===== config.mk =====
export PLATFORM = sky130hd
export DESIGN_NAME = tcp_payload_ingest_flat
export DESIGN_NICKNAME = d
export VERILOG_FILES = /design/src/common/tcp_pkg.sv /design/src/common/byte_credit_if.sv /design/src/tcp_gen/tcp_payload_ingest.sv /design/src/flat_wrapper.sv
export SDC_FILE = /design/constraint.sdc
export NUM_CORES = 1
export LEC_CHECK = 0
export BUFFER_PORTS_ARGS = -buffer_cell sky130_fd_sc_hd__buf_2
export CAP_MARGIN = 20
export CORE_ASPECT_RATIO = 1.1
export CORE_MARGIN = 3
export CORE_UTILIZATION = 55
export DETAILED_ROUTE_END_ITERATION = 7
export PLACE_DENSITY = 0.75
export SYNTH_ARGS = -nofsm -noshare
export SYNTH_HDL_FRONTEND = slang
export SYNTH_SLANG_ARGS = --single-unit

===== constraint.sdc =====
create_clock -name i_clk -period 5.55 [get_ports i_clk]
set_clock_uncertainty 0.1 [all_clocks]
set_input_delay 0.8325 -clock i_clk [delete_from_list [all_inputs] [get_ports i_clk]]
set_output_delay 0.8325 -clock i_clk [all_outputs]
set_load 0.005 [all_outputs]

===== src/common/tcp_pkg.sv =====
package tcp_pkg;

    localparam int len_width = 16;

    typedef logic [len_width-1:0] pay_len_t;
    typedef logic [15:0] csum_t;

    localparam pay_len_t tcp_hdr_bytes = 16'd20;
    localparam pay_len_t ip_hdr_bytes = 16'd20;

    localparam logic [7:0] tcp_protocol = 8'd6;
    localparam logic [3:0] tcp_data_offset = 4'd5;  // 32-bit words, never any options

    // One finished payload, handed from ingest to the generator
    typedef struct packed {
        pay_len_t len;
        csum_t csum;  // Complement of the folded payload sum
    } seg_summary_t;

    typedef enum logic [1:0] {
        gen_idle,
        gen_ip_hdr,
        gen_tcp_hdr,
        gen_payload
    } gen_state_e;

endpackage

===== src/common/byte_credit_if.sv =====
`timescale 1ns/1ps

// Byte link without ready; the sender may only push while it holds credit
interface byte_credit_if;

    logic       valid;
    logic [7:0] data;
    logic       last;
    logic       credit_return;  // One pulse per freed receiver entry

    modport sender (
        output valid,
        output data,
        output last,
        input  credit_return
    );

    modport receiver (
        input  valid,
        input  data,
        input  last,
        output credit_return
    );

endinterface


===== src/tcp_gen/tcp_payload_ingest.sv =====
`timescale 1ns/1ps

module tcp_payload_ingest #(
    parameter int BUF_CREDITS = 2048
) (
    input  logic                  i_clk,
    input  logic                  i_rst,
    input  logic [7:0]            i_pay_tdata,
    input  logic                  i_pay_tvalid,
    input  logic                  i_pay_tlast,
    output logic                  o_pay_tready,
    byte_credit_if.sender         o_buf,
    output tcp_pkg::seg_summary_t o_sum,
    output logic                  o_sum_valid,
    input  logic                  i_sum_ready
);

    import tcp_pkg::*;

    localparam int cred_w = $clog2(BUF_CREDITS + 1);

    logic [cred_w-1:0] credits;
    logic              accept;
    logic              odd_byte;  // High byte of a word is waiting
    logic [7:0]        hi_byte;
    logic [15:0]       add_word;
    csum_t             run_sum;
    csum_t             sum_next;
    pay_len_t          len_cnt;

    function automatic csum_t ones_add(csum_t a, csum_t b);
        logic [16:0] t;
        t = {1'b0, a} + {1'b0, b};
        return t[15:0] + csum_t'(t[16]);
    endfunction

    // Stall while the summary of the last segment is still unclaimed
    assign o_pay_tready = (credits != '0) && !o_sum_valid;
    assign accept = i_pay_tvalid && o_pay_tready;

    // Big-endian words, a lone trailing byte is padded with zero
    assign add_word = odd_byte ? {hi_byte, i_pay_tdata} : {i_pay_tdata, 8'h00};
    assign sum_next = (odd_byte || i_pay_tlast) ? ones_add(run_sum, add_word) : run_sum;

    always_ff @(posedge i_clk) begin
        if (accept) begin
            o_buf.data <= i_pay_tdata;
            o_buf.last <= i_pay_tlast;
            if (!odd_byte) begin
                hi_byte <= i_pay_tdata;
            end
            if (i_pay_tlast) begin
                o_sum.len <= len_cnt + 1'b1;
                o_sum.csum <= ~sum_next;
            end
        end
    end

    always_ff @(posedge i_clk) begin
        if (i_rst) begin
            credits <= cred_w'(BUF_CREDITS);
            odd_byte <= 1'b0;
            run_sum <= '0;
            len_cnt <= '0;
            o_sum_valid <= 1'b0;
            o_buf.valid <= 1'b0;
        end else begin
            credits <= credits - cred_w'(accept) + cred_w'(o_buf.credit_return);
            o_buf.valid <= accept;
            if (o_sum_valid && i_sum_ready) begin
                o_sum_valid <= 1'b0;
            end
            if (accept) begin
                if (i_pay_tlast) begin
                    odd_byte <= 1'b0;
                    run_sum <= '0;
                    len_cnt <= '0;
                    o_sum_valid <= 1'b1;
                end else begin
                    odd_byte <= !odd_byte;
                    run_sum <= sum_next;
                    len_cnt <= len_cnt + 1'b1;
                end
            end
        end
    end

endmodule


===== src/flat_wrapper.sv =====
// flat-port wrapper written by rule: the top's interface ports become plain ports
module tcp_payload_ingest_flat import tcp_pkg::*;
#(
    parameter int BUF_CREDITS = 2048
)
  (i_clk, i_rst, i_pay_tdata, i_pay_tvalid, i_pay_tlast, o_pay_tready, o_sum, o_sum_valid, i_sum_ready, o_buf_valid, o_buf_data, o_buf_last, o_buf_credit_return);
  byte_credit_if o_buf_i ();
  input  logic i_clk;
  input  logic i_rst;
  input  logic [7:0] i_pay_tdata;
  input  logic i_pay_tvalid;
  input  logic i_pay_tlast;
  output logic o_pay_tready;
  output tcp_pkg::seg_summary_t o_sum;
  output logic o_sum_valid;
  input  logic i_sum_ready;
  output wire logic [$bits(o_buf_i.valid)-1:0] o_buf_valid;
  output wire logic [$bits(o_buf_i.data)-1:0] o_buf_data;
  output wire logic [$bits(o_buf_i.last)-1:0] o_buf_last;
  input wire logic [$bits(o_buf_i.credit_return)-1:0] o_buf_credit_return;
  assign o_buf_valid = o_buf_i.valid;
  assign o_buf_data = o_buf_i.data;
  assign o_buf_last = o_buf_i.last;
  assign o_buf_i.credit_return = o_buf_credit_return;
  tcp_payload_ingest #(.BUF_CREDITS(BUF_CREDITS)) u_core (.i_clk(i_clk), .i_rst(i_rst), .i_pay_tdata(i_pay_tdata), .i_pay_tvalid(i_pay_tvalid), .i_pay_tlast(i_pay_tlast), .o_pay_tready(o_pay_tready), .o_buf(o_buf_i), .o_sum(o_sum), .o_sum_valid(o_sum_valid), .i_sum_ready(i_sum_ready));
endmodule

-- Word level (Yosys, flattened, before mapping)
Cells that the tools add are included.
Widths: inputs -> output; s select.
- memories: 0
- register bits: 96
- output and inout port bits: 44
- RAM bits: 0
- ROM bits: 0
- bits in latches: 0
- multipliers: 0
- div/mod/pow operators: 0
- equal/unequal tests: 0
- bitwise operators: 2
- add/sub/neg operators: 5
- reductions and logical operators: 9
- muxes and demuxes: 8
- $lt $le $gt $ge: 0
- shifts and indexed selects: 0
- operator list (kind ; number):
    $mux 16 ; 4
    $add 16x16->17 ; 1
    $add 16x1->16 ; 1
    $add 16x1->16 const B ; 1
    $not 16->16 ; 1
    $add 12x1->12 ; 1
    $reduce_bool 12->1 ; 1
    $sub 12x1->12 ; 1
    $mux 1 ; 4
    $reduce_and 2->1 ; 2
    $logic_and 1x1->1 ; 3
    $logic_not 1->1 ; 2
    $logic_or 1x1->1 ; 1
    $not 1->1 ; 1

-- Longest topological paths before layout
Gate-level depths: netlist of run 1.
- depth in word-level cells: 5
- depth in mapped cells: 23

-- Worst setup path after synthesis of run 1
No wires, ideal clock.
- path kind: input to register
- from: input port i_pay_tdata[0]
- to: register, netlist name u_core.o_sum[14]
- arrival: 4.161 ns
- stages on the path: 21
- library setup time: 0.259 ns
- path slack: 1.030 ns
- path buffers: 0
- path through: and2_1 ha_1 inv_1 fa_1 nand2b_1 a21o_1 a211o_1 nand2_1 nand2_1 nand2_1 a21oi_1 o21bai_1 a21o_1 ha_1 nor2b_1 nand4_1 nor4_4 o21ai_1 and4b_1 nor3_1 or2_1
- cells in the longest elaborated chain, start to end: 5
- RTL lines (item ; line ; source):
    start: declaration ; flat_wrapper.sv:10 ; input logic [7:0] i_pay_tdata;
    $mux 16 ; tcp_payload_ingest.sv:42 ; assign add_word = odd_byte ? {hi_byte, i_pay_tdata} : {i_pay_tdata, 8'h00};
    $add 16x16->17 ; tcp_payload_ingest.sv:33 ; t = {1'b0, a} + {1'b0, b};
    $add 16x1->16 ; tcp_payload_ingest.sv:34 ; return t[15:0] + csum_t'(t[16]);
    $mux 16 ; tcp_payload_ingest.sv:43 ; assign sum_next = (odd_byte || i_pay_tlast) ? ones_add(run_sum, add_word) : run_sum;
    $not 16->16 ; tcp_payload_ingest.sv:54 ; o_sum.csum <= ~sum_next;
Every way passes these cells.
A chain may end at the register's enable or synchronous reset.

-- Final worst setup path of run 1
- from: input port i_pay_tdata[0]
- to: register, netlist name u_core.o_sum[14]
- cells in the longest elaborated chain, start to end: 5
- RTL lines (item ; line):
    $mux 16 ; tcp_payload_ingest.sv:42
    $add 16x16->17 ; tcp_payload_ingest.sv:33
    $add 16x1->16 ; tcp_payload_ingest.sv:34
    $mux 16 ; tcp_payload_ingest.sv:43
    $not 16->16 ; tcp_payload_ingest.sv:54
Every way passes these cells.

==> results of run 1 <==
[metal layers]
| layer | global-route usage (%) | vias to the layer above | routed length (µm) |
|---|---|---|---|
| met5 | 0 | - | 0 |
| met1 | 27.53 | 1975 | 5224 |
| met3 | 3.210 | 9 | 488 |
| li1 | - | 2086 | - |
| met2 | 36.21 | 89 | 5934 |
| met4 | 6.383 | 0 | 121 |
[tightest hold or removal path, delay by kind of cell, from the launching register on]
kind            cells  cell delay [ns]
flops               1             0.34
simple gates        1             0.06
compound gates      1             0.05
[flip-flops by register name (all words and copies together) (netlist names)]
register            flops
u_core.o_buf.last       1
u_core.run_sum         16
u_core.o_sum           32
u_core.hi_byte          8
u_core.len_cnt         16
u_core.o_buf.valid      1
u_core.odd_byte         1
u_core.credits         12
u_core.o_sum_valid      1
u_core.o_buf.data       8
[worst min path at each step]
| stage | startpoint | endpoint | slack [ns] | cells past startpoint |
|---|---|---|---|---|
| global route | u_core.run_sum[10] | u_core.run_sum[10] | 0.42 | 2 |
| floorplan | u_core.run_sum[7] | u_core.run_sum[7] | 0.34 | 2 |
| global placement | u_core.run_sum[7] | u_core.run_sum[7] | 0.38 | 2 |
| detailed placement | u_core.run_sum[10] | u_core.run_sum[10] | 0.38 | 2 |
| finish | u_core.run_sum[10] | u_core.run_sum[10] | 0.39 | 2 |
| CTS | u_core.run_sum[10] | u_core.run_sum[10] | 0.39 | 2 |
[cell type report]
type / count / area, µm²
Fill cell: 804 / 3483
Clock inverter: 6 / 65.06
Inverter: 30 / 112.6
Tap cell: 117 / 146.4
Timing Repair Buffer: 63 / 330.3
Multi-Input combinational cell: 404 / 2859
Sequential cell: 96 / 2412
Clock buffer: 10 / 127.6
[power by group through the flow]
| stage | logic [µW] | clock network (µW) | registers (µW) |
|---|---|---|---|
| 2_1_floorplan | 511 | 0 | 856 |
| 3_3_place_gp | 626 | 0 | 859 |
| 3_5_place_dp | 655 | 0 | 859 |
| 4_1_cts | 659 | 467 | 844 |
| 5_1_grt | 740 | 493 | 850 |
| 6_report | 653 | 454 | 843 |
[per-stage QoR]
| step | std cells | total power, µW |
|---|---|---|
| floorplan | 554 | 1368 |
| global placement | 710 | 1485 |
| detailed placement | 710 | 1514 |
| CTS | 726 | 1970 |
| global route | 726 | 2082 |
| finish | 726 | 1951 |
[cells by family after synthesis]
logic type	Yosys count	share of synthesized area (%)
simple gates	186	17.74
compound gates	124	15.50
flops	96	44.01
buf+inv	54	3.880
xor+xnor	44	7.555
fa+ha+maj	38	8.948
mux	12	2.374
[cells in the final DEF (no fill, tap or decap), types with 7 or more instances in the layout]
cell type / n
a21o_1: 7
a21oi_1: 37
a22oi_1: 9
a31oi_1: 7
and2_1: 11
and3_1: 10
buf_2: 57
clkbuf_8: 9
dfxtp_1: 47
edfxtp_1: 49
ha_1: 36
inv_1: 29
mux2_2: 8
nand2_1: 28
nand3_1: 15
nand3b_1: 7
nor2_1: 54
nor2b_1: 9
nor3_1: 19
o21ai_0: 20
o21bai_1: 7
xnor2_1: 28
xor2_1: 13
==> results.toml, run 1 <==
[status]
status = "completed"

[synthesis]
ys_ff_latch = 96
ys.flop_type = "edfxtp_1"
synth.area.top_cells = "edfxtp_1 27%, dfxtp_1 17%, ha_1 8.2%, xnor2_1 4.5%, nor2_1 3.8%"
ys_types = 71
ys_warn_count = 0
avgSynthCellArea_um2 = 9.894
synth_common_cells = "55 x nor2_1, 49 x edfxtp_1, 47 x dfxtp_1"
netlist_area_um2 = 5482
synth_top_area_share_pct = 26.84
synthCells = 554
synth_edf_count = 49
async_reset_ff_share_pct = 0
synth_nets = 606
ys_seq_area_share_pct = 44.01
yosysMostFrequentCell = "nor2_1"
yosys.area.top_type = "edfxtp_1"

[clock_tree]
cts_buffers = 9
postCtsSetupRepairBufs = 0
cts_buffer_depth = 2
cts_resized = 0
clk_pin_slew_ns = 0.09
htreeDepth = 3
cts_tree = "done"
numClockSinks = 96
cts_root_buf = "clkbuf_8"
holdBufCountCts = 0
insertion_delay_ns = 0.36

[setup_path]
crit_path_end_kind = "flip-flop"
slowest_stage = "fa_1"
endpoint = "u_core.o_sum[14]"
cpMostUsedCell = "nand2_1"
ff2ff_setup_slack_ns = 0.81
rr_startpoint = "u_core.odd_byte"
arrival_ns = 4.78
critPathRequiredTime_ns = 5.57
rr_endpoint = "u_core.o_sum[14]"
reg2reg_depth = 22
cp_top_family = "simple AND/OR/NAND/NOR gates"
path_max_fanout = 5
path_depth = 22
slowest_delay_ns = 0.39
path_cells = "buf_2 -> and2_1 -> ha_1 -> inv_1 -> fa_1 -> nand2b_1 -> a21o_1 -> a211o_1 -> nand2_1 -> nand2_1 -> nand2_1 -> a21oi_1 -> o21bai_1 -> a21o_1 -> ha_1 -> nor2b_1 -> nand4_1 -> nor4_4 -> o21ai_1 -> and4b_1 -> nor3_1 -> or2_1"
timing.critical_path.buf_inv = 2
crit_start = "i_pay_tdata[0]"
crit_type = "input pin to flip-flop"
critPathLaunchType = "input pin"

[timing]
slew_headroom_pct = 37.41
tightest_slew_ns = 0.9378
max_freq_mhz = 210.4
setup_viol = 0
hold_viol = 0
setup_tns_ns = 0
final.period_utilization_pct = 85.66
slew_viol_final = 0
rsz0062_at_grt = "no"
hold_ws_ns = 0.3938
finalCriticalPeriod_ns = 4.754
fin_ws_ns = 0.7961

[min_path]
hold_path.class = "flip-flop to flip-flop"

[drt]
vias_per_cell = 5.729
routedWlPerCell_um = 16.21
drc = 0
drt_iter0_drc = 341
dr.pass1.iters = 4
final_antenna_net_count = 0
routed_wl_mm = 11.77
vias = 4159

[grt]
grtUsageTotal_pct = 21.24
antenna_found_initial = 0
grt_max_degree = 47
grt_first_pass_wirelength_mm = 19.00
grt_pass1_vias = 3996
grt_overflow_total = 0

[die]
rows = 37
die-area_um2 = 11200
coreArea_um2 = 9537
chipHeight_um = 110.7
num_io_pins = 58
start_util_pct = 57.48
die_x_um = 101.2

[placement]
portBuffers = 57
postPlaceCellArea_um2 = 5861
place.gp.congestion = 0.8980
dp_hpwl_mm = 8.627
place_ws_ns = 0.4627

[cells_and_area]
design_area_um2 = 6053
antennaDiodeCount = 0
drive_gt1_share_pct = 17.24
nets = 656
final_util_pct = 63.47
areaGrowthSynthToFinish_pct = 10.43

[power]
power_density_nw_per_um2 = 322.3
switchingPower_uw = 634.0
p_seq_share_pct = 43.2
p_int_uw = 1317
pwr-share-comb_pct = 33.5
vdd_drop_max_uv = 284.0
power_frac_clock_pct = 23.3
leakage_uw = 0.002430
p_sw_share_pct = 32.50

[job]
maxCapViolCount = 0
(Power assumes the default switching activity.)
==> run 2: changes to the inputs <==
--- a/config.mk
+++ b/config.mk
@@ -5,6 +5,7 @@
 export SDC_FILE = /design/constraint.sdc
 export NUM_CORES = 1
 export LEC_CHECK = 0
+export ABC_AREA = 1
 export BUFFER_PORTS_ARGS = -buffer_cell sky130_fd_sc_hd__buf_2
 export CAP_MARGIN = 20
 export CORE_ASPECT_RATIO = 1.1
==> run 2 against run 1 <==
Utilization rose by 0.41 points. Die area rose by 4.9%. Via count rose by 16%. Final area rose by 5.9%. Largest power group unchanged. Global-route usage rose by 0.88 points. First-iteration DRC count fell by 6.7%. Non-clock buffer count fell by 3. Sequential share of layout area fell by 2.2 points. Maximum frequency rose by 12%. Wire length rose by 7.8%. Clock-buffer cell count fell by 1. Highest routed layer unchanged. Critical endpoint is now u_core.o_sum[12].
==> results.toml, run 2 <==
[status]
status = "completed"

[grt]
grt_pass1_vias = 4521
grtUsageTotal_pct = 22.12
grt_overflow_total = 0
grt_first_pass_wirelength_mm = 21.01
antenna_found_initial = 0
grt_max_degree = 40

[die]
die-area_um2 = 11760
rows = 38
die_x_um = 103.7
chipHeight_um = 113.4
start_util_pct = 57.51
num_io_pins = 58
coreArea_um2 = 10030

[power]
vdd_drop_max_uv = 267.6
leakage_uw = 0.003060
power_density_nw_per_um2 = 320.5

[cells_and_area]
fillers = 910
layout_commonest_cell = "nand2_1"
reg_top3 = "u_core.o_sum x32, u_core.len_cnt x16, u_core.run_sum x16"
final_util_pct = 63.88
final_cell_mix = "205 x nand2_1, 120 x inv_1, 57 x buf_2, 49 x edfxtp_1, 47 x dfxtp_1"
drive_gt1_share_pct = 15.49
areaGrowthSynthToFinish_pct = 11.08
largest_reg_flops = 32
nets = 841
antennaDiodeCount = 0
regMostFlops = "u_core.o_sum"

[synthesis]
avgSynthCellArea_um2 = 7.860
ys_warn_count = 0
synthCells = 734
synth_nets = 786
synth_top_area_share_pct = 25.50
synth_common_cells = "205 x nand2_1, 120 x inv_1, 49 x edfxtp_1"
yosys.area.top_type = "edfxtp_1"
synth.area.top_cells = "edfxtp_1 26%, dfxtp_1 16%, nand2_1 13%, ha_1 7.8%, inv_1 7.8%"
yosysMostFrequentCell = "nand2_1"
netlist_area_um2 = 5769
ys_types = 49
async_reset_ff_share_pct = 0
ys_seq_area_share_pct = 41.81
ys.flop_type = "edfxtp_1"
ys_ff_latch = 96
synth_edf_count = 49

[timing]
tightest_slew_ns = 0.8524
setup_viol = 0
slew_viol_final = 0
setup_tns_ns = 0
hold_viol = 0
slew_headroom_pct = 42.97
final.period_utilization_pct = 76.48
finalCriticalPeriod_ns = 4.245
fin_ws_ns = 1.305
max_freq_mhz = 235.6
rsz0062_at_grt = "no"

[placement]
place.gp.congestion = 0.9249
dp_hpwl_mm = 9.759
place_ws_ns = 1.268
portBuffers = 57

[setup_path]
arrival_ns = 4.27
path_max_fanout = 19
rr_startpoint = "u_core.odd_byte"
slowest_stage = "dfxtp_1"
cpMostUsedCell = "nand2_1"
rr_endpoint = "u_core.o_sum[12]"
critPathLaunchType = "flip-flop"
path_cells = "clkinv_1 -> nand2_1 -> nand2_1 -> ha_1 -> nand2_1 -> nor2_1 -> and2_1 -> nand2_1 -> nand2_1 -> a21oi_1 -> o21bai_1 -> ha_1 -> nand2_1 -> nor2_4 -> nand3_4 -> nor2_8 -> nand3_4 -> nor2_8 -> nand3b_1 -> nand2_1 -> nand3_1 -> o21ai_2 -> inv_1"
crit_type = "flip-flop to flip-flop"
critPathRequiredTime_ns = 5.58
reg2reg_depth = 23
ff2ff_setup_slack_ns = 1.31
crit_path_end_kind = "flip-flop"
path_depth = 23
timing.critical_path.buf_inv = 2
cp_top_family = "simple AND/OR/NAND/NOR gates"
slowest_delay_ns = 0.68

[drt]
final_antenna_net_count = 0
vias_per_cell = 5.180
routedWlPerCell_um = 13.58
drc = 0
drt_iter0_drc = 318
routed_wl_mm = 12.69
vias = 4838
dr.pass1.iters = 5

[clock_tree]
cts_root_buf = "clkbuf_8"
cts_buffer_depth = 2
postCtsSetupRepairBufs = 0
cts_tree = "done"
numClockSinks = 96
insertion_delay_ns = 0.37
htreeDepth = 3
cts_buffers = 9
holdBufCountCts = 0
clk_pin_slew_ns = 0.11
cts_resized = 0

[min_path]
hp-start = "u_core.len_cnt[14]"
min_to = "u_core.len_cnt[14]"
hold_depth = 2
hold_path.class = "flip-flop to flip-flop"

[job]
maxCapViolCount = 0
==> run 2: through the flow <==
stage / total power, µW / area, µm² / hold WS [ns] / instances
after global routing: 2205 / 6409 / 0.4139 / 934
final: 2054 / 6409 / 0.3738 / 934
after global placement: 1542 / 6190 / 0.3526 / 918
after detailed placement: 1561 / 6190 / 0.3578 / 918
after CTS: 2059 / 6409 / 0.3747 / 934
after floorplan: 1397 / 5769 / 0.3453 / 734
==> run 2: report_power, final <==
part / switching, µW / leakage [µW] / total (µW) / internal [µW]
registers: 32.6 / 0.000828 / 857 / 824
logic: 444 / 0.00212 / 696 / 252
clock network: 279 / 0.000112 / 501 / 223
==> run 2: cells by family (layout without fill, tap and decap cells) <==
kind of cell,count (synthesis),count (layout),share of synthesized area [%]
compound gates,99,99,10.24
xor+xnor,15,15,2.407
fa+ha+maj,38,38,8.501
simple gates,345,345,27.78
buf+inv,141,201,9.260
flops,96,96,41.81
==> run 2: layout make-up <==
| type | count | area, µm² | share of cell area [%] |
|---|---|---|---|
| Inverter | 125 | 469.2 | 7.321 |
| Clock buffer | 9 | 123.9 | 1.933 |
| Multi-Input combinational cell | 497 | 2825 | 44.08 |
| Timing Repair Buffer | 60 | 307.8 | 4.803 |
| Sequential cell | 96 | 2412 | 37.64 |
| Tap cell | 140 | 175.2 | 2.733 |
| Clock inverter | 7 | 95.09 | 1.484 |
==> run 2: routing by layer <==
metal | global-route usage (%) | wire length, µm | vias up
li1 | - | - | 2472
met1 | 27.82 | 5477 | 2195
met2 | 39.01 | 6247 | 145
met3 | 3.226 | 650 | 26
met4 | 8.245 | 311 | 0
met5 | 0 | 0 | -
==> run 2: tightest hold or removal path, stage by stage, from the launching register on <==
cell and delay [ns]:
dfxtp_1 0.32, nand2_1 0.06, a21oi_1 0.06
==> run 2: worst max path at each step <==
stage / startpoint / end / slack, ns
after global placement: i_pay_tdata[0] / u_core.o_sum[12] / 1.43
after detailed placement: i_pay_tdata[0] / u_core.o_sum[15] / 1.27
after CTS: u_core.odd_byte / u_core.o_sum[12] / 1.30
after floorplan: u_core.odd_byte / u_core.o_sum[14] / 1.79
after global routing: u_core.odd_byte / u_core.run_sum[12] / 0.79
final: u_core.odd_byte / u_core.o_sum[12] / 1.31
