===== config.mk =====
export PLATFORM = sky130hd
export DESIGN_NAME = tcp_packet_generator_flat
export DESIGN_NICKNAME = d
export VERILOG_FILES = /design/src/common/tcp_pkg.sv /design/src/common/byte_credit_if.sv /design/src/tcp_gen/tcp_packet_generator.sv /design/src/design/tcp_checksum_acc.sv /design/src/flat_wrapper.sv
export SDC_FILE = /design/constraint.sdc
export NUM_CORES = 1
export LEC_CHECK = 0
export BUFFER_PORTS_ARGS = -buffer_cell sky130_fd_sc_hd__buf_2
export CAP_MARGIN = 20
export CORE_AREA = 10 10 188 190
export CTS_CLUSTER_SIZE = 25
export DETAILED_ROUTE_END_ITERATION = 16
export DIE_AREA = 0 0 198 200
export PLACE_DENSITY = 0.84
export SLEW_MARGIN = 20
export SYNTH_ARGS = -nofsm -noshare
export SYNTH_HDL_FRONTEND = slang
export SYNTH_SLANG_ARGS = --single-unit

===== constraint.sdc =====
create_clock -name i_clk -period 11.8 [get_ports i_clk]
set_input_delay 1.18 -clock i_clk [delete_from_list [all_inputs] [get_ports i_clk]]
set_output_delay 1.18 -clock i_clk [all_outputs]
set_load 0.01 [all_outputs]

===== src/common/tcp_pkg.sv =====
package tcp_pkg;

    localparam int len_width = 16;

    typedef logic [len_width-1:0] pay_len_t;
    typedef logic [15:0] csum_t;

    localparam pay_len_t tcp_hdr_bytes = 16'd20;
    localparam pay_len_t ip_hdr_bytes = 16'd20;

    localparam logic [7:0] tcp_protocol = 8'd6;
    localparam logic [3:0] tcp_data_offset = 4'd5;  // 32-bit words, never any options

    // One finished payload, handed from ingest to the generator
    typedef struct packed {
        pay_len_t len;
        csum_t csum;  // Complement of the folded payload sum
    } seg_summary_t;

    typedef enum logic [1:0] {
        gen_idle,
        gen_ip_hdr,
        gen_tcp_hdr,
        gen_payload
    } gen_state_e;

endpackage

===== src/common/byte_credit_if.sv =====
`timescale 1ns/1ps

// Byte link without ready; the sender may only push while it holds credit
interface byte_credit_if;

    logic       valid;
    logic [7:0] data;
    logic       last;
    logic       credit_return;  // One pulse per freed receiver entry

    modport sender (
        output valid,
        output data,
        output last,
        input  credit_return
    );

    modport receiver (
        input  valid,
        input  data,
        input  last,
        output credit_return
    );

endinterface


===== src/tcp_gen/tcp_packet_generator.sv =====
`timescale 1ns/1ps

module tcp_packet_generator #(
    parameter int GEN_CREDITS = 4
) (
    input  logic                  i_clk,
    input  logic                  i_rst,
    input  logic                  i_hdr_valid,
    input  logic                  i_no_data,
    input  logic [31:0]           i_src_ip,
    input  logic [31:0]           i_dst_ip,
    input  logic [15:0]           i_src_port,
    input  logic [15:0]           i_dst_port,
    input  logic [31:0]           i_seq_number,
    input  logic [31:0]           i_ack_number,
    input  logic [7:0]            i_flags,
    input  logic [15:0]           i_window_size,
    output logic                  o_hdr_ready,
    input  tcp_pkg::seg_summary_t i_sum,
    input  logic                  i_sum_valid,
    output logic                  o_sum_ready,
    output logic                  o_ip_hdr_valid,
    output tcp_pkg::pay_len_t     o_ip_length,
    output logic [31:0]           o_ip_src,
    output logic [31:0]           o_ip_dst,
    input  logic                  i_ip_hdr_ready,
    byte_credit_if.receiver       i_pay,
    output logic [7:0]            o_seg_tdata,
    output logic                  o_seg_tvalid,
    output logic                  o_seg_tlast,
    input  logic                  i_seg_tready,
    output logic                  o_packet_done
);

    import tcp_pkg::*;

    localparam int skid_aw = $clog2(GEN_CREDITS);  // GEN_CREDITS is a power of two
    localparam int hdr_last = tcp_hdr_bytes - 1;
    localparam logic [3:0] csum_words = 4'd8;

    gen_state_e state;
    logic [3:0] word_cnt;
    logic [4:0] byte_cnt;
    logic       hdr_take;

    logic        no_data_r;
    pay_len_t    pay_len_r;
    csum_t       pay_raw_r;
    logic [31:0] src_ip_r;
    logic [31:0] dst_ip_r;
    logic [31:0] seq_r;
    logic [31:0] ack_r;
    logic [15:0] src_port_r;
    logic [15:0] dst_port_r;
    logic [15:0] window_r;
    logic [7:0]  flags_r;

    logic         acc_clear;
    logic         acc_enable;
    logic [31:0]  acc_word;
    csum_t        tcp_csum;
    pay_len_t     tcp_len;
    logic [159:0] hdr_bits;

    logic [8:0]         skid_mem [GEN_CREDITS];
    logic [skid_aw-1:0] skid_wr_ptr;
    logic [skid_aw-1:0] skid_rd_ptr;
    logic [skid_aw:0]   skid_count;
    logic               skid_pop;

    // A data segment waits here until ingest has its summary
    assign hdr_take = (state == gen_idle) && i_hdr_valid && (i_no_data || i_sum_valid);
    assign o_sum_ready = (state == gen_idle) && i_hdr_valid && !i_no_data;

    assign o_ip_hdr_valid = (state == gen_ip_hdr);
    assign o_hdr_ready = (state == gen_ip_hdr) && i_ip_hdr_ready;
    assign o_ip_length = ip_hdr_bytes + tcp_hdr_bytes + pay_len_r;
    assign o_ip_src = src_ip_r;
    assign o_ip_dst = dst_ip_r;

    always_ff @(posedge i_clk) begin
        if (hdr_take) begin
            no_data_r <= i_no_data;
            pay_len_r <= i_no_data ? '0 : i_sum.len;
            pay_raw_r <= i_no_data ? '0 : ~i_sum.csum;  // Back to the raw folded sum
            src_ip_r <= i_src_ip;
            dst_ip_r <= i_dst_ip;
            src_port_r <= i_src_port;
            dst_port_r <= i_dst_port;
            seq_r <= i_seq_number;
            ack_r <= i_ack_number;
            flags_r <= i_flags;
            window_r <= i_window_size;
        end
    end

    always_ff @(posedge i_clk) begin
        if (i_rst) begin
            state <= gen_idle;
            word_cnt <= '0;
            byte_cnt <= '0;
        end else begin
            case (state)
                gen_idle: begin
                    if (hdr_take) begin
                        state <= gen_ip_hdr;
                    end
                end
                gen_ip_hdr: begin
                    word_cnt <= '0;
                    byte_cnt <= '0;
                    if (i_ip_hdr_ready) begin
                        state <= gen_tcp_hdr;
                    end
                end
                gen_tcp_hdr: begin
                    if (word_cnt != csum_words) begin
                        word_cnt <= word_cnt + 1'b1;
                    end else if (i_seg_tready) begin
                        byte_cnt <= byte_cnt + 1'b1;
                        if (byte_cnt == 5'(hdr_last)) begin
                            state <= no_data_r ? gen_idle : gen_payload;
                        end
                    end
                end
                gen_payload: begin
                    if (o_packet_done) begin
                        state <= gen_idle;
                    end
                end
                default: state <= gen_idle;
            endcase
        end
    end

    // Pseudo-header first, then the header with zero checksum and urgent pointer
    assign tcp_len = tcp_hdr_bytes + pay_len_r;
    assign acc_clear = (state == gen_idle);
    assign acc_enable = (state == gen_tcp_hdr) && (word_cnt != csum_words);

    always_comb begin
        case (word_cnt)
            4'd0: acc_word = src_ip_r;
            4'd1: acc_word = dst_ip_r;
            4'd2: acc_word = {8'h00, tcp_protocol, tcp_len};
            4'd3: acc_word = {src_port_r, dst_port_r};
            4'd4: acc_word = seq_r;
            4'd5: acc_word = ack_r;
            4'd6: acc_word = {tcp_data_offset, 4'h0, flags_r, window_r};
            default: acc_word = {16'h0000, pay_raw_r};
        endcase
    end

    tcp_checksum_acc u_checksum (
        .i_clk      (i_clk),
        .i_rst      (i_rst),
        .i_clear    (acc_clear),
        .i_enable   (acc_enable),
        .i_data     (acc_word),
        .o_checksum (tcp_csum)
    );

    assign hdr_bits = {src_port_r, dst_port_r, seq_r, ack_r,
                       tcp_data_offset, 4'h0, flags_r, window_r,
                       tcp_csum, 16'h0000};

    always_comb begin
        o_seg_tvalid = 1'b0;
        o_seg_tlast = 1'b0;
        o_seg_tdata = hdr_bits[8 * (hdr_last - int'(byte_cnt)) +: 8];
        if (state == gen_tcp_hdr && word_cnt == csum_words) begin
            o_seg_tvalid = 1'b1;
            o_seg_tlast = no_data_r && (byte_cnt == 5'(hdr_last));
        end else if (state == gen_payload) begin
            o_seg_tvalid = (skid_count != '0);
            {o_seg_tlast, o_seg_tdata} = skid_mem[skid_rd_ptr];
        end
    end

    assign o_packet_done = o_seg_tvalid && o_seg_tlast && i_seg_tready;
    assign skid_pop = (state == gen_payload) && o_seg_tvalid && i_seg_tready;

    // Skid may fill early with the next segment, credits keep it from overflowing
    always_ff @(posedge i_clk) begin
        if (i_pay.valid) begin
            skid_mem[skid_wr_ptr] <= {i_pay.last, i_pay.data};
        end
    end

    always_ff @(posedge i_clk) begin
        if (i_rst) begin
            skid_wr_ptr <= '0;
            skid_rd_ptr <= '0;
            skid_count <= '0;
            i_pay.credit_return <= 1'b0;
        end else begin
            if (i_pay.valid) begin
                skid_wr_ptr <= skid_wr_ptr + 1'b1;
            end
            if (skid_pop) begin
                skid_rd_ptr <= skid_rd_ptr + 1'b1;
            end
            skid_count <= skid_count + (skid_aw + 1)'(i_pay.valid)
                                     - (skid_aw + 1)'(skid_pop);
            i_pay.credit_return <= skid_pop;
        end
    end

endmodule


===== src/design/tcp_checksum_acc.sv =====
`timescale 1ns/1ps

module tcp_checksum_acc (
    input  logic           i_clk,
    input  logic           i_rst,
    input  logic           i_clear,
    input  logic           i_enable,
    input  logic [31:0]    i_data,
    output tcp_pkg::csum_t o_checksum
);

    logic [31:0] sum;
    logic [16:0] fold_a;
    logic [15:0] fold_b;

    // Both halves go in as 16-bit words, carries pile up in the top half
    always_ff @(posedge i_clk) begin
        if (i_rst || i_clear) begin
            sum <= '0;
        end else if (i_enable) begin
            sum <= sum + {16'h0, i_data[31:16]} + {16'h0, i_data[15:0]};
        end
    end

    // Two folds are enough to absorb every end-around carry
    assign fold_a = {1'b0, sum[31:16]} + {1'b0, sum[15:0]};
    assign fold_b = fold_a[15:0] + 16'(fold_a[16]);

    assign o_checksum = ~fold_b;

endmodule


===== src/flat_wrapper.sv =====
// flat-port wrapper written by rule: the top's interface ports become plain ports
module tcp_packet_generator_flat import tcp_pkg::*;
#(
    parameter int GEN_CREDITS = 4
)
  (i_clk, i_rst, i_hdr_valid, i_no_data, i_src_ip, i_dst_ip, i_src_port, i_dst_port, i_seq_number, i_ack_number, i_flags, i_window_size, o_hdr_ready, i_sum, i_sum_valid, o_sum_ready, o_ip_hdr_valid, o_ip_length, o_ip_src, o_ip_dst, i_ip_hdr_ready, o_seg_tdata, o_seg_tvalid, o_seg_tlast, i_seg_tready, o_packet_done, i_pay_valid, i_pay_data, i_pay_last, i_pay_credit_return);
  byte_credit_if i_pay_i ();
  input  logic i_clk;
  input  logic i_rst;
  input  logic i_hdr_valid;
  input  logic i_no_data;
  input  logic [31:0] i_src_ip;
  input  logic [31:0] i_dst_ip;
  input  logic [15:0] i_src_port;
  input  logic [15:0] i_dst_port;
  input  logic [31:0] i_seq_number;
  input  logic [31:0] i_ack_number;
  input  logic [7:0] i_flags;
  input  logic [15:0] i_window_size;
  output logic o_hdr_ready;
  input  tcp_pkg::seg_summary_t i_sum;
  input  logic i_sum_valid;
  output logic o_sum_ready;
  output logic o_ip_hdr_valid;
  output tcp_pkg::pay_len_t o_ip_length;
  output logic [31:0] o_ip_src;
  output logic [31:0] o_ip_dst;
  input  logic i_ip_hdr_ready;
  output logic [7:0] o_seg_tdata;
  output logic o_seg_tvalid;
  output logic o_seg_tlast;
  input  logic i_seg_tready;
  output logic o_packet_done;
  input wire logic [$bits(i_pay_i.valid)-1:0] i_pay_valid;
  input wire logic [$bits(i_pay_i.data)-1:0] i_pay_data;
  input wire logic [$bits(i_pay_i.last)-1:0] i_pay_last;
  output wire logic [$bits(i_pay_i.credit_return)-1:0] i_pay_credit_return;
  assign i_pay_i.valid = i_pay_valid;
  assign i_pay_i.data = i_pay_data;
  assign i_pay_i.last = i_pay_last;
  assign i_pay_credit_return = i_pay_i.credit_return;
  tcp_packet_generator #(.GEN_CREDITS(GEN_CREDITS)) u_core (.i_clk(i_clk), .i_rst(i_rst), .i_hdr_valid(i_hdr_valid), .i_no_data(i_no_data), .i_src_ip(i_src_ip), .i_dst_ip(i_dst_ip), .i_src_port(i_src_port), .i_dst_port(i_dst_port), .i_seq_number(i_seq_number), .i_ack_number(i_ack_number), .i_flags(i_flags), .i_window_size(i_window_size), .o_hdr_ready(o_hdr_ready), .i_sum(i_sum), .i_sum_valid(i_sum_valid), .o_sum_ready(o_sum_ready), .o_ip_hdr_valid(o_ip_hdr_valid), .o_ip_length(o_ip_length), .o_ip_src(o_ip_src), .o_ip_dst(o_ip_dst), .i_ip_hdr_ready(i_ip_hdr_ready), .i_pay(i_pay_i), .o_seg_tdata(o_seg_tdata), .o_seg_tvalid(o_seg_tvalid), .o_seg_tlast(o_seg_tlast), .i_seg_tready(i_seg_tready), .o_packet_done(o_packet_done));
endmodule

## Word-level counts from Yosys, hierarchy flattened

Memory sizes are Yosys's and may differ from the RTL's. A register that Yosys moved wholly into a read port is not among the register bits.
Cells that the tools add are included.

| storage, ports and cells | value |
|---|---|
| register bits after elaboration | 268 |
| bits in writable memories | 36 |
| bits of input ports | 233 |
| memories kept | 1 |

Memories:

| memory | depth | bits a word | rd ports | clocked after memory_dff | write ports | line | source |
|---|---|---|---|---|---|---|---|
| u_core.skid_mem | 4 | 9 | 1 | 1 | 1 | tcp_packet_generator.sv:65 | `logic [8:0] skid_mem [GEN_CREDITS];` |

| operators by class | value |
|---|---|
| $add $sub $neg | 13 |
| eq/ne operators | 19 |
| shift-type cells | 1 |
| multiplexer cells | 24 |
| bitwise gates (word level) | 2 |
| reductions and logical operators | 21 |

Operator list:

| cell | number |
|---|---|
| 32-bit one-hot mux with 7 select lines | 1 |
| 160-bit by 32-bit indexed part select with 8-bit output | 1 |
| 32-bit by 16-bit adder with 32-bit output | 2 |
| 16-bit inverter | 2 |
| 2-bit two-way mux | 9 |
| 16-bit by 16-bit adder with 17-bit output | 1 |
| 16-bit by 1-bit adder with 16-bit output | 1 |
| 5-bit by 16-bit adder with 16-bit output (first input constant) | 1 |
| 6-bit by 16-bit adder with 16-bit output (first input constant) | 1 |
| 8-bit two-way mux | 2 |
| 4-bit by 3-bit == test with 1-bit output (second input constant) | 3 |
| 1-bit logical AND | 11 |
| 5-bit two-way mux | 2 |
| 5-bit one-hot mux with 2 select lines | 1 |
| 4-bit by 2-bit == test with 1-bit output (second input constant) | 2 |
| 2-bit by 1-bit inequality test with 1-bit output (second input constant) | 4 |
| 2-bit one-hot mux with 4 select lines | 1 |
| 4-bit one-hot mux with 2 select lines | 1 |
| 1-bit two-way mux | 6 |
| 2-bit inequality test (second input constant) | 3 |
| 6-bit AND reduction | 1 |
| 5-bit by 5-bit subtractor with 6-bit output (first input constant) | 1 |
| 5-bit by 1-bit adder with 5-bit output (second input constant) | 1 |
| 5-bit == test (second input constant) | 1 |
| 18 further kinds | 21 |

## Logic depth before layout (Yosys ltp)

| logic depth | value |
|---|---|
| depth in word-level cells | 7 |
| gate-level depth with buffers | 21 |

## By module

Synthesis repeated with hierarchy kept, for this count alone.

| second synthesis, totals | value |
|---|---|
| cells, all modules | 1,255 |
| area, all modules | 15,698.8 sq um |

Modules (own cells, without submodules):

| module | instances | cells an instance | area an instance (sq um) | sequential area each (sq um) |
|---|---|---|---|---|
| tcp_packet_generator | 1 | 858 | 12,261.8 | 8,017.7 |
| tcp_checksum_acc | 1 | 397 | 3,437.0 | 640.6 |

## Worst setup path before layout

Ideal clock, no wire load.

| path | value |
|---|---|
| path type | input port to flip-flop |
| start point | in i_sum_valid |
| end point | reg u_core.state[0] |
| setup time | 0.128 ns |
| data arrival time | 11.451 ns |
| setup slack | 0.221 ns |
| cell stages on the path | 6 |
| buffers on the path | 0 |
| path through | nor2_1 -> nor2_1 -> a211oi_1 -> nor3_1 -> mux2i_1 -> nor2_1 |

| on the way | value |
|---|---|
| longest elaborated chain between the ends | 4 |

RTL lines:

| what | line | source |
|---|---|---|
| from (decl) | flat_wrapper.sv:22 | `input logic i_sum_valid;` |
| 1-bit logical OR | tcp_packet_generator.sv:72 | `assign hdr_take = (state == gen_idle) && i_hdr_valid && (i_no_data \|\| i_sum_valid);` |
| 1-bit logical AND | tcp_packet_generator.sv:72 |  |
| named net u_core.hdr_take | tcp_packet_generator.sv:44 | `logic hdr_take;` |
| 2-bit by 1-bit inequality test with 1-bit output (no source line) | -- |  |
| 6-bit AND reduction (no source line) | -- |  |
| to (signal assigned) | tcp_packet_generator.sv:99 | `state <= gen_idle;` |
| to (signal assigned) | tcp_packet_generator.sv:106 | `state <= gen_ip_hdr;` |
| to (signal assigned) | tcp_packet_generator.sv:113 | `state <= gen_tcp_hdr;` |
| to (decl) | tcp_packet_generator.sv:41 | `gen_state_e state;` |

The timed path passes the listed nets, and every way through them passes these cells.
A chain may end at the register's enable or synchronous reset.

## Final worst setup path

| path | value |
|---|---|
| start point | reg u_core.u_checksum.sum[0] |
| end point | out o_seg_tdata[2] |

| on the way | value |
|---|---|
| longest elaborated chain between the ends | 6 |

RTL lines:

| what | line | source |
|---|---|---|
| from (decl) | tcp_checksum_acc.sv:12 | `logic [31:0] sum;` |
| from (signal assigned) | tcp_checksum_acc.sv:21 | `sum <= sum + {16'h0, i_data[31:16]} + {16'h0, i_data[15:0]};` |
| 16-bit by 16-bit adder with 17-bit output (*) | tcp_checksum_acc.sv:26 | `assign fold_a = {1'b0, sum[31:16]} + {1'b0, sum[15:0]};` |
| 16-bit by 1-bit adder with 16-bit output (*) | tcp_checksum_acc.sv:27 | `assign fold_b = fold_a[15:0] + 16'(fold_a[16]);` |
| 16-bit inverter (*) | tcp_checksum_acc.sv:29 | `assign o_checksum = ~fold_b;` |
| 160-bit by 32-bit indexed part select with 8-bit output (*) | tcp_packet_generator.sv:170 | `o_seg_tdata = hdr_bits[8 * (hdr_last - int'(byte_cnt)) +: 8];` |
| 8-bit two-way mux | tcp_packet_generator.sv:174 | `end else if (state == gen_payload) begin` |
| 8-bit two-way mux (*) | tcp_packet_generator.sv:171 | `if (state == gen_tcp_hdr && word_cnt == csum_words) begin` |
| to (decl) | flat_wrapper.sv:29 | `output logic [7:0] o_seg_tdata;` |

Every way passes the cells marked *; elsewhere a longest branch is shown, timed or not.

==> out/qor.csv <==
stage;metric;value;unit
critical_path;cp_max_fo;6;
floorplan;rows;65;
clock_tree;htree_num_levels;2;
synthesis;synth_edf_count;253;
place;numPortBuffers;327;
sta;tightest_slew;1.02;ns
clock_tree;cts.sinks;306;
place;dpl-instance-area;0.0176;mm²
clock_tree;cts_setup_buffers;0;
floorplan;die_w;198;µm
place;gp_congestion;0.949;
synthesis;syn_area_per_cell;12.1;µm²
clock_tree;insertion_delay;0.53;ns
clock_tree;cts_tree;yes;
layout;seqCellArea;0.00866;mm²
sta;skew;0.0310;ns
route;via_per_inst;6.14;
sta;fin_setup_tns;0;ns
critical_path;critical-path-slowest-cell;fa_1;
power_and_ir_drop;ir_worst_vdd;0.000161;V
global_routing;grt_max_degree;84;
critical_path;max_stage_delay;0.43;ns
flow_run;cap_violations;0;
synthesis;yosysMostFrequentCell;edfxtp_1;
critical_path;crit_chain;ha_1 > fa_1 > a21o_1 > a41o_2 > o21ai_0 > a21o_1 > a21oi_1 > o21ai_0 > nand2b_1 > a21o_1 > ha_1 > ha_1 > and2_0 > o21ai_0 > nand3_1 > a221oi_1 > o21ai_0 > buf_2;
route;wl_per_cell;26.2;µm
sta;maxSlewHeadroom;0.317;
layout;multi_input_area;0.00645;mm²
floorplan;io_pins;328;
global_routing;grt_pass1_vias;12600;
floorplan;start_util;0.497;
sta;final.period_utilization;0.492;
layout;drive_gt1_frac;0.275;
floorplan;die_area;0.0396;mm²
synthesis;async_flop_share;0;
route;drt_iter0_drc;1835;
power_and_ir_drop;p_leak;0.00721;µW
sta;finalSetupViolations;0;
global_routing;antenna_found_initial;1;
synthesis;ys_seq_area_frac;0.555;
clock_tree;cts_buffers;35;
layout;num-fill-cells;2524;
synthesis;ys_ff_latch;306;
critical_path;cp_data_required_time;10.62;ns
route;drtPass1Iterations;6;
synthesis;yosysTopAreaCell;edfxtp_1;
synthesis;syn_nets;1594;
route;routed_wl;53100;µm
synthesis;synthCells;1291;
synthesis;synthFlopType;edfxtp_1;
synthesis;syn_area;0.0156;mm²
critical_path;cp-end-kind;output port;
sta;rsz0062_at_grt;false;
route;drc;0;
critical_path;critPathArrivalTime;4.62;ns
layout;finish.instance_area;0.0188;mm²
clock_tree;max-clock-path-buffers;3;
synthesis;synth_area_leaders;edfxtp_1 49%, dfxtp_1 6.8%, mux4_2 4.8%;
synthesis;yosysUniqueCellTypes;74;
layout;syn2layout_area_growth;20.4;%
place;dp_hpwl;40700;µm
route;drtAntennaViolNets;0;
power_and_ir_drop;powerDensity;216;mW/mm²
critical_path;setup.worst_path.class;register to output port;
clock_tree;cts.clk_slew.worst_paths;0.06;ns
min_path;min_path_type;register to register;
clock_tree;cts_hold_buf;0;
synthesis;yosysTopAreaCellShare;0.487;
run_status;outcome;complete, no violations;
global_routing;grtUsageTotal;0.262;
sta;clock.fmax;0.172;GHz
sta;drv_slew;0;
global_routing;grt_overflow_total;0;
clock_tree;cts_resized;0;
floorplan;core-area;0.0314;mm²
route;dr_total_vias;12400;
synthesis;ys_warn_count;0;
layout;layout.nets;1901;
sta;hold_violations;0;
sta;fin_crit;5.80;ns
clock_tree;root_buffer;clkbuf_16;
global_routing;grt_pass1_wl;77900;µm
synthesis;synth_commonest_cells;253 x edfxtp_1, 99 x nand2_1, 91 x nor2_1;
critical_path;critPathMostFrequentCell;o21ai_0;
critical_path;startpoint_type;register;
floorplan;die_h;200;µm
-- worst max-delay path, delay by kind of cell (launching register included) --
kind | cells | cell delay, ns
adder cells (fa/ha/maj) | 4 | 1.08
AO/OA/AOI/OAI | 10 | 2.08
flip-flops | 1 | 0.34
AND/OR/NAND/NOR | 3 | 0.41
buffers and inverters | 1 | 0.19
-- layout by cell type, fill, tap and decap left out, types with 21 or more instances in the layout --
master / Yosys / final
dfxtp_1: 53 / 51
nor2b_1: 35 / 35
a221oi_1: 21 / 21
nor2_1: 91 / 90
buf_2: 4 / 327
clkbuf_16: 0 / 37
a22oi_1: 75 / 75
a21oi_1: 75 / 75
nand2_1: 99 / 99
ha_1: 51 / 51
mux4_2: 33 / 33
o21ai_0: 46 / 46
inv_1: 59 / 59
nand3_1: 38 / 38
edfxtp_1: 253 / 253
xnor2_1: 51 / 51
-- state kept, by name, indices dropped and copies added (netlist names), named ones only --
name	cells
u_core.o_ip_dst	32
u_core.skid_mem	36
u_core.dst_port_r	16
u_core.u_checksum.sum	32
u_core.i_pay.credit_return	1
u_core.pay_len_r	16
u_core.no_data_r	1
u_core.word_cnt	4
u_core.window_r	16
u_core.pay_raw_r	16
u_core.src_port_r	16
u_core.skid_wr_ptr	2
u_core.ack_r	32
u_core.skid_count	3
u_core.o_ip_src	32
u_core.flags_r	8
u_core.seq_r	32
u_core.byte_cnt	5
u_core.skid_rd_ptr	2
u_core.state	2
-- per-layer routing --
metal | part of all wire | track usage
met2 | 0.49 | 0.439
met1 | 0.37 | 0.323
met5 | 0 | 0
met3 | 0.10 | 0.0611
met4 | 0.038 | 0.0999
-- worst paths after layout --
kind	to	slack (ns)	cells after the start	startpoint
worst min register to register	u_core.u_checksum.sum[2]	0.49	2	u_core.u_checksum.sum[2]
worst min-delay path	u_core.u_checksum.sum[2]	0.49	2	u_core.u_checksum.sum[2]
worst max-delay path	o_seg_tdata[2]	6.00	18	u_core.u_checksum.sum[0]
worst max register to register	u_core.u_checksum.sum[27]	6.54	18	u_core.word_cnt[3]
-- stage by stage --
stage	power [µW]	worst slack (ns)	instances	util	hold slack [ns]
after floorplan	2470	0.221	1291	-	0.449
after global placement	2900	6.63	1963	0.560	0.473
after detailed placement	2910	6.58	1963	0.560	0.483
after CTS	4060	6.03	2026	0.599	0.493
after global routing	4260	5.61	2027	0.599	0.522
final	4070	6.00	2027	0.599	0.493
-- where the power goes --
group          total [µW]  internal (µW)  switching, µW
Combinational        1390            541            853
Clock                1150            698            448
Sequential           1530           1380            145
-- cell families (layout without fill, tap and decap cells) --
family	Yosys count	count (layout)	synth area share
other cells	0	1	0
simple gates	358	358	0.111
compound gates	309	309	0.140
mux	48	48	0.0573
flops	306	306	0.555
xor+xnor	69	69	0.0392
buf+inv	131	464	0.0326
fa+ha+maj	70	70	0.0652
-- final cells by class --
| cell class | instances | share of cell area |
|---|---|---|
| Tap cell | 402 | 0.0267 |
| Timing Repair Buffer | 342 | 0.0930 |
| Inverter | 59 | 0.0118 |
| Clock buffer | 46 | 0.0516 |
| Multi-Input combinational cell | 854 | 0.343 |
| Clock inverter | 17 | 0.0130 |
| Antenna cell | 1 | 0.000133 |
| Sequential cell | 306 | 0.461 |
Power figures use the tool's default switching activity.
